<file path="src/rtl/amiv_cfg.svh">
// Geometry of the capture window and of the doubled output raster.
// Included by the package and by every block that compares raster counters.
`ifndef AMIV_CFG_SVH
`define AMIV_CFG_SVH

`define AMIV_CAP_W 8 // stored pixels per line.
`define AMIV_CAP_H 4 // stored lines per frame.

`define AMIV_IN_HBLANK 3 // input pixels skipped before the window opens.
`define AMIV_IN_VBLANK 2 // input lines skipped before the window opens.

`define AMIV_OUT_HFP 2 // output pixels before hsync.
`define AMIV_OUT_HSW 2 // hsync width in output pixels.
`define AMIV_OUT_HBP 2 // output pixels after hsync.

`define AMIV_OUT_VFP 1 // output lines before vsync.
`define AMIV_OUT_VSW 1 // vsync width in output lines.
`define AMIV_OUT_VBP 1 // output lines after vsync.
`define AMIV_OUT_VOFF 1 // extra lines that push the picture down.

// blanking and totals follow from the values above.
`define AMIV_OUT_HBLANK (`AMIV_OUT_HFP + `AMIV_OUT_HSW + `AMIV_OUT_HBP)
`define AMIV_OUT_VBLANK (`AMIV_OUT_VFP + `AMIV_OUT_VSW + `AMIV_OUT_VBP)
`define AMIV_OUT_HTOTAL (`AMIV_OUT_HBLANK + 2 * `AMIV_CAP_W)
`define AMIV_OUT_VTOTAL (`AMIV_OUT_VBLANK + `AMIV_OUT_VOFF + 2 * `AMIV_CAP_H)

`define AMIV_ADDR_W 19 // the external SRAM has 512k words.
`define AMIV_CNT_W 12 // every raster counter uses this width.

`endif

</file>
<file path="src/rtl/amiv_pkg.sv">
// Pixel formats and the sequencer phase shared by the scan doubler and its testbench.
// Import with a wildcard in the module header.
`default_nettype none
`include "amiv_cfg.svh"

package amiv_pkg;
	typedef struct packed {
		logic [9:0] r; // red sits in the top bits as on the digitizer bus.
		logic [9:0] g;
		logic [9:0] b;
	} pix30_t;

	typedef struct packed {
		logic [4:0] r;
		logic [5:0] g; // green keeps one extra bit.
		logic [4:0] b;
	} pix565_t;

	typedef struct packed {
		logic [7:0] r;
		logic [7:0] g;
		logic [7:0] b;
	} rgb888_t;

	typedef enum logic [1:0] {ph_show = 2'd0, ph_write = 2'd1, ph_show2 = 2'd2, ph_read = 2'd3} seq_phase_t;

	typedef logic [`AMIV_ADDR_W-1:0] sram_addr_t;
endpackage

`default_nettype wire

</file>
<file path="src/rtl/amiv_if.sv">
// Internal links of the scan doubler.
// wr_port_if carries packed pixels to the SRAM sequencer, scan_if ties it to the output raster.
`timescale 1ns/1ps
`default_nettype none

interface wr_port_if import amiv_pkg::*; ();
	logic       pending; // a packed pixel waits for its write slot.
	sram_addr_t wr_addr;
	pix565_t    wr_data;
	logic       taken; // pulses in the write slot that stores the word.

	modport source (output pending, output wr_addr, output wr_data, input taken);
	modport sink (input pending, input wr_addr, input wr_data, output taken);
endinterface

interface scan_if import amiv_pkg::*; ();
	logic       pix_tick; // one output pixel has passed.
	logic       read_slot; // the SRAM is free for a read in this clock.
	logic       in_window; // the raster is inside the visible picture.
	sram_addr_t rd_addr;

	modport timing (input pix_tick, input read_slot, output in_window, output rd_addr);
	modport sequencer (output pix_tick, output read_slot, input in_window, input rd_addr);
endinterface

`default_nettype wire

</file>
<file path="src/rtl/amiv_top.sv">
// Top level of the scan doubler.
// Connects capture, output timing and the SRAM sequencer to the board pins.
`timescale 1ns/1ps
`default_nettype none

module amiv_top import amiv_pkg::*; (
	input  logic       in_hs,
	input  logic       arst_n,
	input  logic       scan_en,
	input  logic       pix_stb,
	input  logic       line_sync,
	input  logic       frame_sync,
	input  pix30_t     in_data,
	input  pix565_t    sram_rdata,
	output logic       out_pclk,
	output logic       out_hs,
	output logic       out_vs,
	output logic       out_de,
	output rgb888_t    out_data,
	output logic       sram_oe_n,
	output logic       sram_we_n,
	output sram_addr_t sram_addr,
	output pix565_t    sram_wdata
);
	wr_port_if wr_bus (); // packed pixels waiting for the SRAM.
	scan_if    scan_bus (); // raster position and read slots.

	assign out_de = 1'b1; // the HDMI transmitter makes its own data enable.

	pixel_capture u_capture (
		.in_hs      (in_hs),
		.arst_n     (arst_n),
		.pix_stb    (pix_stb),
		.line_sync  (line_sync),
		.frame_sync (frame_sync),
		.in_data    (in_data),
		.wr         (wr_bus)
	);

	scan_timing u_timing (
		.in_hs   (in_hs),
		.arst_n  (arst_n),
		.scan_en (scan_en),
		.scan    (scan_bus),
		.out_hs  (out_hs),
		.out_vs  (out_vs)
	);

	sram_sequencer u_seq (
		.in_hs      (in_hs),
		.arst_n     (arst_n),
		.scan_en    (scan_en),
		.wr         (wr_bus),
		.scan       (scan_bus),
		.sram_rdata (sram_rdata),
		.sram_addr  (sram_addr),
		.sram_wdata (sram_wdata),
		.sram_we_n  (sram_we_n),
		.sram_oe_n  (sram_oe_n),
		.out_pclk   (out_pclk),
		.out_data   (out_data)
	);
endmodule

`default_nettype wire

</file>
<file path="src/rtl/pixel_capture.sv">
// Input side of the scan doubler.
// Counts digitizer pixels and lines and turns each pixel inside the capture window
// into an RGB565 word with its SRAM address, held until the sequencer stores it.
`timescale 1ns/1ps
`default_nettype none
`include "amiv_cfg.svh"

module pixel_capture import amiv_pkg::*; (
	input  logic      in_hs,
	input  logic      arst_n,
	input  logic      pix_stb,
	input  logic      line_sync,
	input  logic      frame_sync,
	input  pix30_t    in_data,
	wr_port_if.source wr
);
	localparam logic [`AMIV_CNT_W-1:0] h_first = `AMIV_CNT_W'(`AMIV_IN_HBLANK);
	localparam logic [`AMIV_CNT_W-1:0] h_end = `AMIV_CNT_W'(`AMIV_IN_HBLANK + `AMIV_CAP_W);
	localparam logic [`AMIV_CNT_W-1:0] v_first = `AMIV_CNT_W'(`AMIV_IN_VBLANK);
	localparam logic [`AMIV_CNT_W-1:0] v_end = `AMIV_CNT_W'(`AMIV_IN_VBLANK + `AMIV_CAP_H);

	logic                   line_sync_q;
	logic                   line_rise;
	logic [`AMIV_CNT_W-1:0] pix_cnt;
	logic [`AMIV_CNT_W-1:0] line_cnt;
	logic [`AMIV_CNT_W-1:0] pix_off;
	logic [`AMIV_CNT_W-1:0] line_off;
	logic                   in_win;
	logic                   capture;
	pix565_t                pix_565;

	assign line_rise = line_sync & ~line_sync_q; // a new input line starts here.
	assign in_win = (pix_cnt >= h_first) && (pix_cnt < h_end) &&
			(line_cnt >= v_first) && (line_cnt < v_end); // counters point at a stored pixel.
	assign capture = pix_stb && line_sync && in_win; // this strobe carries a pixel to keep.
	assign pix_off = pix_cnt - h_first; // column inside the stored line.
	assign line_off = line_cnt - v_first; // row inside the stored frame.

	assign pix_565.r = in_data.r[9:5]; // only the top bits of each colour survive.
	assign pix_565.g = in_data.g[9:4];
	assign pix_565.b = in_data.b[9:5];

	always_ff @(posedge in_hs or negedge arst_n) begin
		if (!arst_n) begin
			line_sync_q <= 1'b0;
			pix_cnt <= '0;
			line_cnt <= '0;
		end else begin
			line_sync_q <= line_sync;
			if (!line_sync) begin
				pix_cnt <= '0; // the pixel count restarts in every horizontal sync.
			end else if (pix_stb) begin
				pix_cnt <= pix_cnt + 1'b1;
			end
			if (!frame_sync) begin
				line_cnt <= '0; // vertical sync restarts the line count.
			end else if (line_rise) begin
				line_cnt <= line_cnt + 1'b1;
			end
		end
	end

	always_ff @(posedge in_hs or negedge arst_n) begin
		if (!arst_n) begin
			wr.pending <= 1'b0;
		end else if (capture) begin
			wr.pending <= 1'b1; // a fresh strobe replaces any word still waiting.
		end else if (wr.taken) begin
			wr.pending <= 1'b0;
		end
	end

	always_ff @(posedge in_hs) begin
		if (capture) begin
			wr.wr_addr <= sram_addr_t'(line_off) * sram_addr_t'(`AMIV_CAP_W) +
					sram_addr_t'(pix_off); // stored lines sit back to back in SRAM.
			wr.wr_data <= pix_565;
		end
	end
endmodule

`default_nettype wire

</file>
<file path="src/rtl/scan_timing.sv">
// Output raster of the scan doubler.
// Counts output pixels and lines on pix_tick, makes both syncs and the display window,
// and walks the SRAM read pointer so that every stored line is shown twice.
`timescale 1ns/1ps
`default_nettype none
`include "amiv_cfg.svh"

module scan_timing import amiv_pkg::*; (
	input  logic     in_hs,
	input  logic     arst_n,
	input  logic     scan_en,
	scan_if.timing   scan,
	output logic     out_hs,
	output logic     out_vs
);
	localparam logic [`AMIV_CNT_W-1:0] h_last = `AMIV_CNT_W'(`AMIV_OUT_HTOTAL - 1);
	localparam logic [`AMIV_CNT_W-1:0] h_win = `AMIV_CNT_W'(`AMIV_OUT_HBLANK);
	localparam logic [`AMIV_CNT_W-1:0] hs_on = `AMIV_CNT_W'(`AMIV_OUT_HFP);
	localparam logic [`AMIV_CNT_W-1:0] hs_off = `AMIV_CNT_W'(`AMIV_OUT_HFP + `AMIV_OUT_HSW);
	localparam logic [`AMIV_CNT_W-1:0] v_last = `AMIV_CNT_W'(`AMIV_OUT_VTOTAL - 1);
	localparam logic [`AMIV_CNT_W-1:0] v_win = `AMIV_CNT_W'(`AMIV_OUT_VBLANK + `AMIV_OUT_VOFF);
	localparam logic [`AMIV_CNT_W-1:0] vs_on = `AMIV_CNT_W'(`AMIV_OUT_VBP);
	localparam logic [`AMIV_CNT_W-1:0] vs_off = `AMIV_CNT_W'(`AMIV_OUT_VBP + `AMIV_OUT_VSW);
	localparam sram_addr_t line_words = sram_addr_t'(`AMIV_CAP_W);

	logic [`AMIV_CNT_W-1:0] pix_cnt;
	logic [`AMIV_CNT_W-1:0] line_cnt;
	sram_addr_t             rd_cnt;
	logic                   line_twice; // set while the second copy of a line is shown.
	logic                   line_end;
	logic                   frame_end;

	assign line_end = scan.pix_tick && (pix_cnt == h_last); // the last pixel of a line passes.
	assign frame_end = line_end && (line_cnt == v_last);
	assign scan.in_window = (pix_cnt >= h_win) && (line_cnt >= v_win); // both run to the total.
	assign scan.rd_addr = rd_cnt;

	always_ff @(posedge in_hs or negedge arst_n) begin
		if (!arst_n) begin
			pix_cnt <= '0;
			line_cnt <= '0;
		end else if (scan.pix_tick) begin
			if (pix_cnt == h_last) begin
				pix_cnt <= '0;
				line_cnt <= (line_cnt == v_last) ? '0 : line_cnt + 1'b1;
			end else begin
				pix_cnt <= pix_cnt + 1'b1;
			end
		end
	end

	always_ff @(posedge in_hs or negedge arst_n) begin
		if (!arst_n) begin
			rd_cnt <= '0;
			line_twice <= 1'b0;
		end else if (frame_end) begin
			rd_cnt <= '0; // the next frame reads from the first stored pixel.
			line_twice <= 1'b0;
		end else if (line_end) begin
			if (!line_twice && (rd_cnt != '0)) begin
				rd_cnt <= rd_cnt - line_words; // go back and show the same stored line again.
			end
			line_twice <= ~line_twice;
		end else if (scan.read_slot && scan.in_window) begin
			rd_cnt <= rd_cnt + 1'b1; // one stored pixel per read slot.
		end
	end

	always_ff @(posedge in_hs or negedge arst_n) begin
		if (!arst_n) begin
			out_hs <= 1'b0;
			out_vs <= 1'b0;
		end else begin
			out_hs <= scan_en && (pix_cnt >= hs_on) && (pix_cnt < hs_off); // syncs lag a clock.
			out_vs <= scan_en && (line_cnt >= vs_on) && (line_cnt < vs_off);
		end
	end
endmodule

`default_nettype wire

</file>
<file path="src/rtl/sram_sequencer.sv">
// SRAM slot machine of the scan doubler.
// Four phases share the SRAM between pending writes and raster reads, and the fetched
// RGB565 words come out as 24-bit pixels with their own pixel clock.
`timescale 1ns/1ps
`default_nettype none

module sram_sequencer import amiv_pkg::*; (
	input  logic       in_hs,
	input  logic       arst_n,
	input  logic       scan_en,
	wr_port_if.sink    wr,
	scan_if.sequencer  scan,
	input  pix565_t    sram_rdata,
	output sram_addr_t sram_addr,
	output pix565_t    sram_wdata,
	output logic       sram_we_n,
	output logic       sram_oe_n,
	output logic       out_pclk,
	output rgb888_t    out_data
);
	seq_phase_t phase;
	logic       write_go;
	logic       read_go;
	rgb888_t    expanded;

	always_ff @(posedge in_hs or negedge arst_n) begin
		if (!arst_n) begin
			phase <= ph_show;
		end else if (!scan_en) begin
			phase <= ph_show; // the machine parks while scanning is off.
		end else begin
			case (phase)
				ph_show:  phase <= ph_write;
				ph_write: phase <= ph_show2;
				ph_show2: phase <= ph_read;
				default:  phase <= ph_show;
			endcase
		end
	end

	assign write_go = (phase == ph_write) && wr.pending; // a waiting pixel gets this slot.
	assign read_go = (phase == ph_read) && scan.in_window;
	assign wr.taken = write_go;

	assign scan.pix_tick = scan_en && ((phase == ph_show) || (phase == ph_show2));
	assign scan.read_slot = (phase == ph_read);

	assign sram_we_n = ~write_go; // one clock of write strobe per stored pixel.
	assign sram_oe_n = write_go; // outputs are released only while the bus is written.
	assign sram_wdata = wr.wr_data;

	always_comb begin
		if (write_go) begin
			sram_addr = wr.wr_addr;
		end else if (read_go) begin
			sram_addr = scan.rd_addr;
		end else begin
			sram_addr = '0;
		end
	end

	assign expanded.r = {sram_rdata.r, 3'b000}; // the lost low bits come back as zeros.
	assign expanded.g = {sram_rdata.g, 2'b00};
	assign expanded.b = {sram_rdata.b, 3'b000};

	always_ff @(posedge in_hs or negedge arst_n) begin
		if (!arst_n) begin
			out_pclk <= 1'b0;
			out_data <= '0;
		end else begin
			out_pclk <= scan.pix_tick; // high in the clock after each output pixel step.
			if (!scan_en) begin
				out_data <= '0;
			end else if (phase == ph_read) begin
				if (scan.in_window) begin
					out_data <= expanded; // this word shows for two output pixels.
				end else begin
					out_data <= '0; // blanking is black.
				end
			end
		end
	end
endmodule

`default_nettype wire

</file>
<file path="config.mk">
export PLATFORM = sky130hd
export DESIGN_NAME = amiv_top
export DESIGN_NICKNAME = d
export VERILOG_FILES = /design/src/rtl/amiv_pkg.sv /design/src/rtl/amiv_if.sv /design/src/rtl/amiv_top.sv /design/src/rtl/pixel_capture.sv /design/src/rtl/scan_timing.sv /design/src/rtl/sram_sequencer.sv
export VERILOG_INCLUDE_DIRS = /design/src /design/src/rtl
export SDC_FILE = /design/constraint.sdc
export NUM_CORES = 1
export LEC_CHECK = 0
export BUFFER_PORTS_ARGS = -buffer_cell sky130_fd_sc_hd__buf_2
export CELL_PAD_IN_SITES_DETAIL_PLACEMENT = 0
export CELL_PAD_IN_SITES_GLOBAL_PLACEMENT = 1
export CORE_ASPECT_RATIO = 0.5
export CORE_MARGIN = 2
export CORE_UTILIZATION = 45
export CTS_BUF_LIST = sky130_fd_sc_hd__clkbuf_4
export CTS_CLUSTER_SIZE = 25
export DETAILED_ROUTE_END_ITERATION = 10
export HOLD_SLACK_MARGIN = 0.06
export MAX_ROUTING_LAYER = met4
export PLACE_DENSITY_LB_ADDON = 0.1
export SLEW_MARGIN = 20
export SYNTH_ARGS = -nofsm -noshare
export SYNTH_HDL_FRONTEND = slang
export SYNTH_SLANG_ARGS = --single-unit
</file>
<file path="constraint.sdc">
create_clock -name in_hs -period 6.9 [get_ports in_hs]
set_input_delay 1.38 -clock in_hs [delete_from_list [all_inputs] [get_ports in_hs]]
set_output_delay 1.38 -clock in_hs [all_outputs]
set_load 0.02 [all_outputs]
</file>
Yosys cells after proc, flatten, opt, wreduce, memory -nomap -nowiden
Cells that the tools add are included.
{"block": "totals", "reg_bits": 134, "latchBits": 0, "ramBits": 0, "romBits": 0, "in_bits": 52, "output_inout_bits": 65, "wordCells": 97, "n_memories": 0}
{"block": "op_classes", "n_addsub": 9, "mul": 0, "div": 0, "n_lt_le_gt_ge": 10, "eq_ne": 9, "shift": 0, "mux": 21, "bitwise_logic": 4, "n_reduce_logical": 25}
{"op": "2-to-1 mux 19 bit", "count": 6}
{"op": "2-to-1 mux 12 bit", "count": 6}
{"op": "2-to-1 mux 24 bit", "count": 3}
{"op": "adder 12 x 1 -> 12 bit, second input constant", "count": 4}
{"op": "greater-or-equal comparator 12 x 2 -> 1 bit, second input constant", "count": 3}
{"op": "greater-or-equal comparator 12 x 3 -> 1 bit, second input constant", "count": 2}
{"op": "less-than comparator 12 x 3 -> 1 bit, second input constant", "count": 2}
{"op": "subtractor 12 x 2 -> 12 bit, second input constant", "count": 2}
{"op": "adder 19 x 1 -> 19 bit, second input constant", "count": 1}
{"op": "nonzero test 19 bit", "count": 1}
{"op": "subtractor 19 x 4 -> 19 bit, second input constant", "count": 1}
{"op": "adder 15 x 12 -> 16 bit", "count": 1}
{"op": "logical AND 1 bit", "count": 16}
{"op": "equality test 12 x 4 -> 1 bit, second input constant", "count": 1}
{"op": "equality test 12 x 5 -> 1 bit, second input constant", "count": 1}
{"op": "greater-or-equal comparator 12 x 1 -> 1 bit, second input constant", "count": 1}
{"op": "less-than comparator 12 x 2 -> 1 bit, second input constant", "count": 1}
{"op": "less-than comparator 12 x 4 -> 1 bit, second input constant", "count": 1}
{"op": "one-hot mux 2 bit (3 select lines)", "count": 1}
{"op": "equality test 2 bit, second input constant", "count": 2}
{"op": "2-to-1 mux 1 bit", "count": 4}
{"op": "inequality test 2 x 1 -> 1 bit, second input constant", "count": 2}
{"op": "AND reduction 2 bit", "count": 2}
{"op": "nonzero test 2 bit", "count": 2}
{"op": "other kinds (10)", "count": 12}

Longest topological paths before layout
{"block": "depth", "word_depth": 7, "ltp_mapped": 12, "depth_no_buf": 12}

Cells and area by module
Synthesis repeated with hierarchy kept, for this count alone.
{"block": "unflattened", "hier_cells": 762, "hier_area_um2": 7359.6}
{"mod": "pixel_capture", "n_inst": 1, "cells_per_inst": 297, "area_each_um2": 3201.8, "seq_area_each_um2": 1611.5}
{"mod": "scan_timing", "n_inst": 1, "cells_per_inst": 290, "area_each_um2": 2690.1, "seq_area_each_um2": 1151.1}
{"mod": "sram_sequencer", "n_inst": 1, "cells_per_inst": 173, "area_each_um2": 1456.4, "seq_area_each_um2": 450.4}
{"mod": "amiv_top", "n_inst": 1, "cells_per_inst": 2, "area_each_um2": 11.3, "seq_area_each_um2": 0.0}

Least setup slack after synthesis
OpenSTA, ideal clock, no wires.
{"block": "synth_timing", "path_type": "input to register", "start": "input port pix_stb", "end": "register u_capture.wr.wr_addr[0] (enable)", "setup_ns": 0.464, "arrival_ns": 4.307, "t_required_ns": 6.436, "slack_ns": 2.129, "cell_stages": 4, "n_path_buf": 1, "path_cell_list": "clkbuf_1 -> nor4bb_1 -> nand4_1 -> nor3_1"}
{"block": "synth_via", "elab_chain_cells": 2}
{"element": "start, declared", "line": "amiv_top.sv:10", "source": "input logic pix_stb,"}
{"element": "logical AND 1 bit (2 in a row)", "line": "pixel_capture.sv:35", "source": "assign capture = pix_stb && line_sync && in_win;"}
{"element": "net u_capture.capture", "line": "pixel_capture.sv:29", "source": "logic capture;"}
{"element": "end signal, assigned", "line": "pixel_capture.sv:75", "source": "wr.wr_addr <= sram_addr_t'(line_off) * sram_addr_t'(`AMIV_CAP_W) +"}
{"element": "end, declared", "line": "amiv_if.sv:12", "source": "modport source (output pending, output wr_addr, output wr_data, input taken);"}
The timed path passes the listed nets, and every way through them passes these cells.
A chain may end at the register's enable or synchronous reset.

Worst setup path after layout
{"block": "layout_timing", "start": "register u_timing.line_cnt[7]", "end": "output port sram_addr[7]"}
{"block": "layout_via", "elab_chain_cells": 5}
{"element": "start, declared", "line": "scan_timing.sv:27", "source": "logic [`AMIV_CNT_W-1:0] line_cnt;"}
{"element": "start signal, assigned", "line": "scan_timing.sv:45", "source": "line_cnt <= (line_cnt == v_last) ? '0 : line_cnt + 1'b1;"}
{"element": "greater-or-equal comparator 12 x 3 -> 1 bit", "line": "scan_timing.sv:35", "source": "assign scan.in_window = (pix_cnt >= h_win) && (line_cnt >= v_win);"}
{"element": "logical AND 1 bit", "line": "scan_timing.sv:35"}
{"element": "logical AND 1 bit", "line": "sram_sequencer.sv:42", "source": "assign read_go = (phase == ph_read) && scan.in_window;"}
{"element": "2-to-1 mux 19 bit", "line": "sram_sequencer.sv:55", "source": "end else if (read_go) begin"}
{"element": "2-to-1 mux 19 bit", "line": "sram_sequencer.sv:53", "source": "if (write_go) begin"}
{"element": "end, declared", "line": "amiv_top.sv:22", "source": "output sram_addr_t sram_addr,"}
Every way passes these cells.

==> results by group <==
Status
  • Outcome: completed

Global routing
  • Vias in the first global route: 4701
  • Total gr overflow: 0
  • Initial antenna violation count: 0
  • Gr usage total: 19.2%
  • Largest net degree at the start of global routing: 48
  • Global-route wire length before repair: 23800 um

Synthesis
  • Post-Syn Area per Cell: 10.5 um^2
  • Most used DFF post-synth: dfrtp_1
  • Cell Area, Synth: 0.00675 mm^2
  • Cell variety after synth: 71
  • Ys async rst share: 73.8%
  • Ys Warns: 0
  • Post-synthesis sequential area ratio: 47.6%
  • Register bit count reported by yosys: 122
  • Cells after synthesis: 643
  • Number of synthesized flops with an enable pin: 32

Setup path
  • Critical Path, Cell by Cell: or4_4 > or4_4 > and2_2 > and3_1 > a22o_1 > buf_2
  • Cell mode on critical path: or4_4
  • CP startpoint: u_timing.line_cnt[7]
  • Crit path to: sram_addr[7]
  • Reg2reg end: u_capture.wr.wr_addr[14]
  • CP endpoint kind: primary output
  • CP peak stage delay: 570 ps
  • FF-to-FF Start: u_capture.pix_cnt[0]
  • Startpoint Class: register
  • Arrival @ worst endpoint: 3090 ps
  • R2R setup slack: 3490 ps
  • FF-to-FF path depth: 11
  • Critical-path top delay cell: or4_4
  • Worst endpoint required time: 5520 ps
  • Crit-path max FO: 19
  • Crit Path Class: register to primary output

Layout
  • Most common cell after layout, fill and taps aside: buf_2
  • Commonest cells after routing, fill and taps aside: 92 x buf_2, 90 x dfrtp_1, 53 x nor2_1
  • Diode count: 0
  • Area growth syn-to-layout: 11.5%
  • Final non-filler cell total: 932
  • Share of layout cells above drive strength 1: 21.0%
  • Final net count: 802
  • Fillcell total: 1372
  • Final core utilization: 51.8%

Detailed routing
  • Vias: 4910
  • Routed vias/inst: 5.27
  • Wire per inst: 15.3 um
  • First-pass DRT Iterations: 4
  • DR DRC count: 0
  • Antenna Nets Post-Route: 0
  • Routed WL: 14200 um
  • DR iter-0 viols: 303

Power and ir drop
  • Leak: 3.48 nW
  • Power density over the cells: 198 mW/mm^2
  • VDD IR max: 0.0869 mV

STA
  • Final Critical Period: 4470 ps
  • Final Worst Setup Slack: 2430 ps
  • Setup Viol. Count Final: 0
  • Final hold violations: 0
  • Period utilization: 64.8%
  • F_max: 0.224 GHz
  • Least-Margin Pin Slew: 806 ps
  • Final setup TNS: 0 ps
  • Clk_skew: 26.5 ps
  • Slew HR: 46.1%
  • Final slew viol count: 0
  • RSZ-0062 raised after global routing: no

Place
  • Hpwl dp: 9990 um
  • Placed cells: 901
  • Pre-CTS setup slack: 2980 ps
  • Routability cong.: 0.782
  • PortBufs: 93

Floorplanning
  • Full die area: 0.0161 mm^2
  • Die H: 90.6 um
  • Core area: 0.0145 mm^2
  • Top-Level Pins: 117
  • Initial core utilization: 46.4%
  • Number of core rows: 31
  • Die width: 177 um

CTS
  • Post-CTS Setup Repair Bufs: 0
  • Skew-Pair Late Insertion Delay: 520 ps
  • TritonCTS clock tree: yes
  • Clock Tree Buf Depth: 2
  • Clock sink count: 122
  • CTS buffer count: 17
  • # resized after CTS: 0
  • CTS Hold Bufs: 0
  • Clock transition at path regs: 100 ps
  • H-tree Lvls: 4
  • CTS root buf: clkbuf_4

Hold path
  • Hold Crit Class: register to register

Run
  • Max Cap Viol: 0
-- cell families after synthesis --
group | after synthesis | synth area share [%]
and+or+nand+nor | 236 | 19.7
DFF | 122 | 47.6
AOI/OAI and AO/OA | 114 | 12.8
xor gates and xnor gates | 73 | 9.47
buffers and inverters | 66 | 4.67
adders and majority gates | 28 | 5.30
other | 2 | 0.111
muxes | 2 | 0.296
-- per-stage QoR --
step | hold WS, ps | cell area, um^2 | total power [mW]
floorplan | 438 | 6780 | 0.995
global placement | 458 | 7290 | 1.05
detailed placement | 462 | 7290 | 1.06
CTS | 476 | 7530 | 1.51
global route | 511 | 7530 | 1.58
finish | 477 | 7530 | 1.49
-- synth_stat cells, drive strengths merged, types with 7 or more instances --
master,number,area [um^2]
a21oi,21,105
a22o,32,280
and2,19,120
and3,16,100
and4,9,83.8
buf,20,143
clkbuf,22,82.6
dfrtp,90,2250
edfxtp,32,961
ha,27,338
inv,23,86.3
nand2,39,146
nand3,19,95.1
nand4,14,103
nor2,54,210
nor3,20,111
nor4,10,92.6
o21ai,20,104
o32ai,7,91.3
or3,7,46.3
or4,9,78.8
xnor2,34,298
xor2,39,342
-- critical path, delay by kind of cell (launching register included) --
family / cells / cell delay, ps
compound gates: 1 / 300
buf+inv: 1 / 160
simple gates: 4 / 1680
flops: 1 / 440
-- metal layers --
metal | vias up | wire (um) | track usage [%]
li1 | 2463 | - | -
met1 | 2372 | 6950 | 25.6
met2 | 69 | 6670 | 29.8
met3 | 6 | 541 | 4.67
met4 | 0 | 82 | 4.44
met5 | - | 0 | -
-- how the worst min path moves through the flow --
stage | slack [ps] | cells after the start | to | from
global placement | 460 | 1 | u_timing.line_cnt[11] | u_timing.line_cnt[11]
finish | 480 | 1 | u_timing.line_cnt[11] | u_timing.line_cnt[11]
CTS | 480 | 1 | u_timing.line_cnt[11] | u_timing.line_cnt[11]
detailed placement | 460 | 1 | u_timing.line_cnt[11] | u_timing.line_cnt[11]
floorplan | 440 | 1 | u_timing.line_cnt[11] | u_timing.line_cnt[11]
global route | 510 | 1 | u_timing.line_cnt[9] | u_timing.line_cnt[9]
-- cell type report --
type,count,area (um^2),share of cell area (%)
clock inverter,11,85.1,1.13
tap,198,248,3.29
clock buffer,20,150,1.99
sequential,122,3210,42.7
timing repair buffer,95,483,6.42
inverter,24,90.1,1.20
multi-input combinational,462,3260,43.3
-- state kept, by name, summed over array words and instances, names as in the netlist, 2 cells and up --
signal,flops
u_seq.out_data,16
u_capture.wr.wr_data,16
u_timing.line_cnt,12
u_capture.pix_cnt,12
u_timing.pix_cnt,12
u_capture.wr.wr_addr,16
u_seq.phase,2
u_timing.scan.rd_addr,19
u_capture.line_cnt,12
-- report_power, final --
group / leakage (nW) / internal (mW) / switching [mW] / total (mW)
Sequential: 1.51 / 0.777 / 0.0455 / 0.823
Clock: 0.132 / 0.183 / 0.268 / 0.451
Combinational: 1.84 / 0.0911 / 0.128 / 0.219
Total: 3.48 / 1.05 / 0.441 / 1.49
Power figures use the tool's default switching activity.
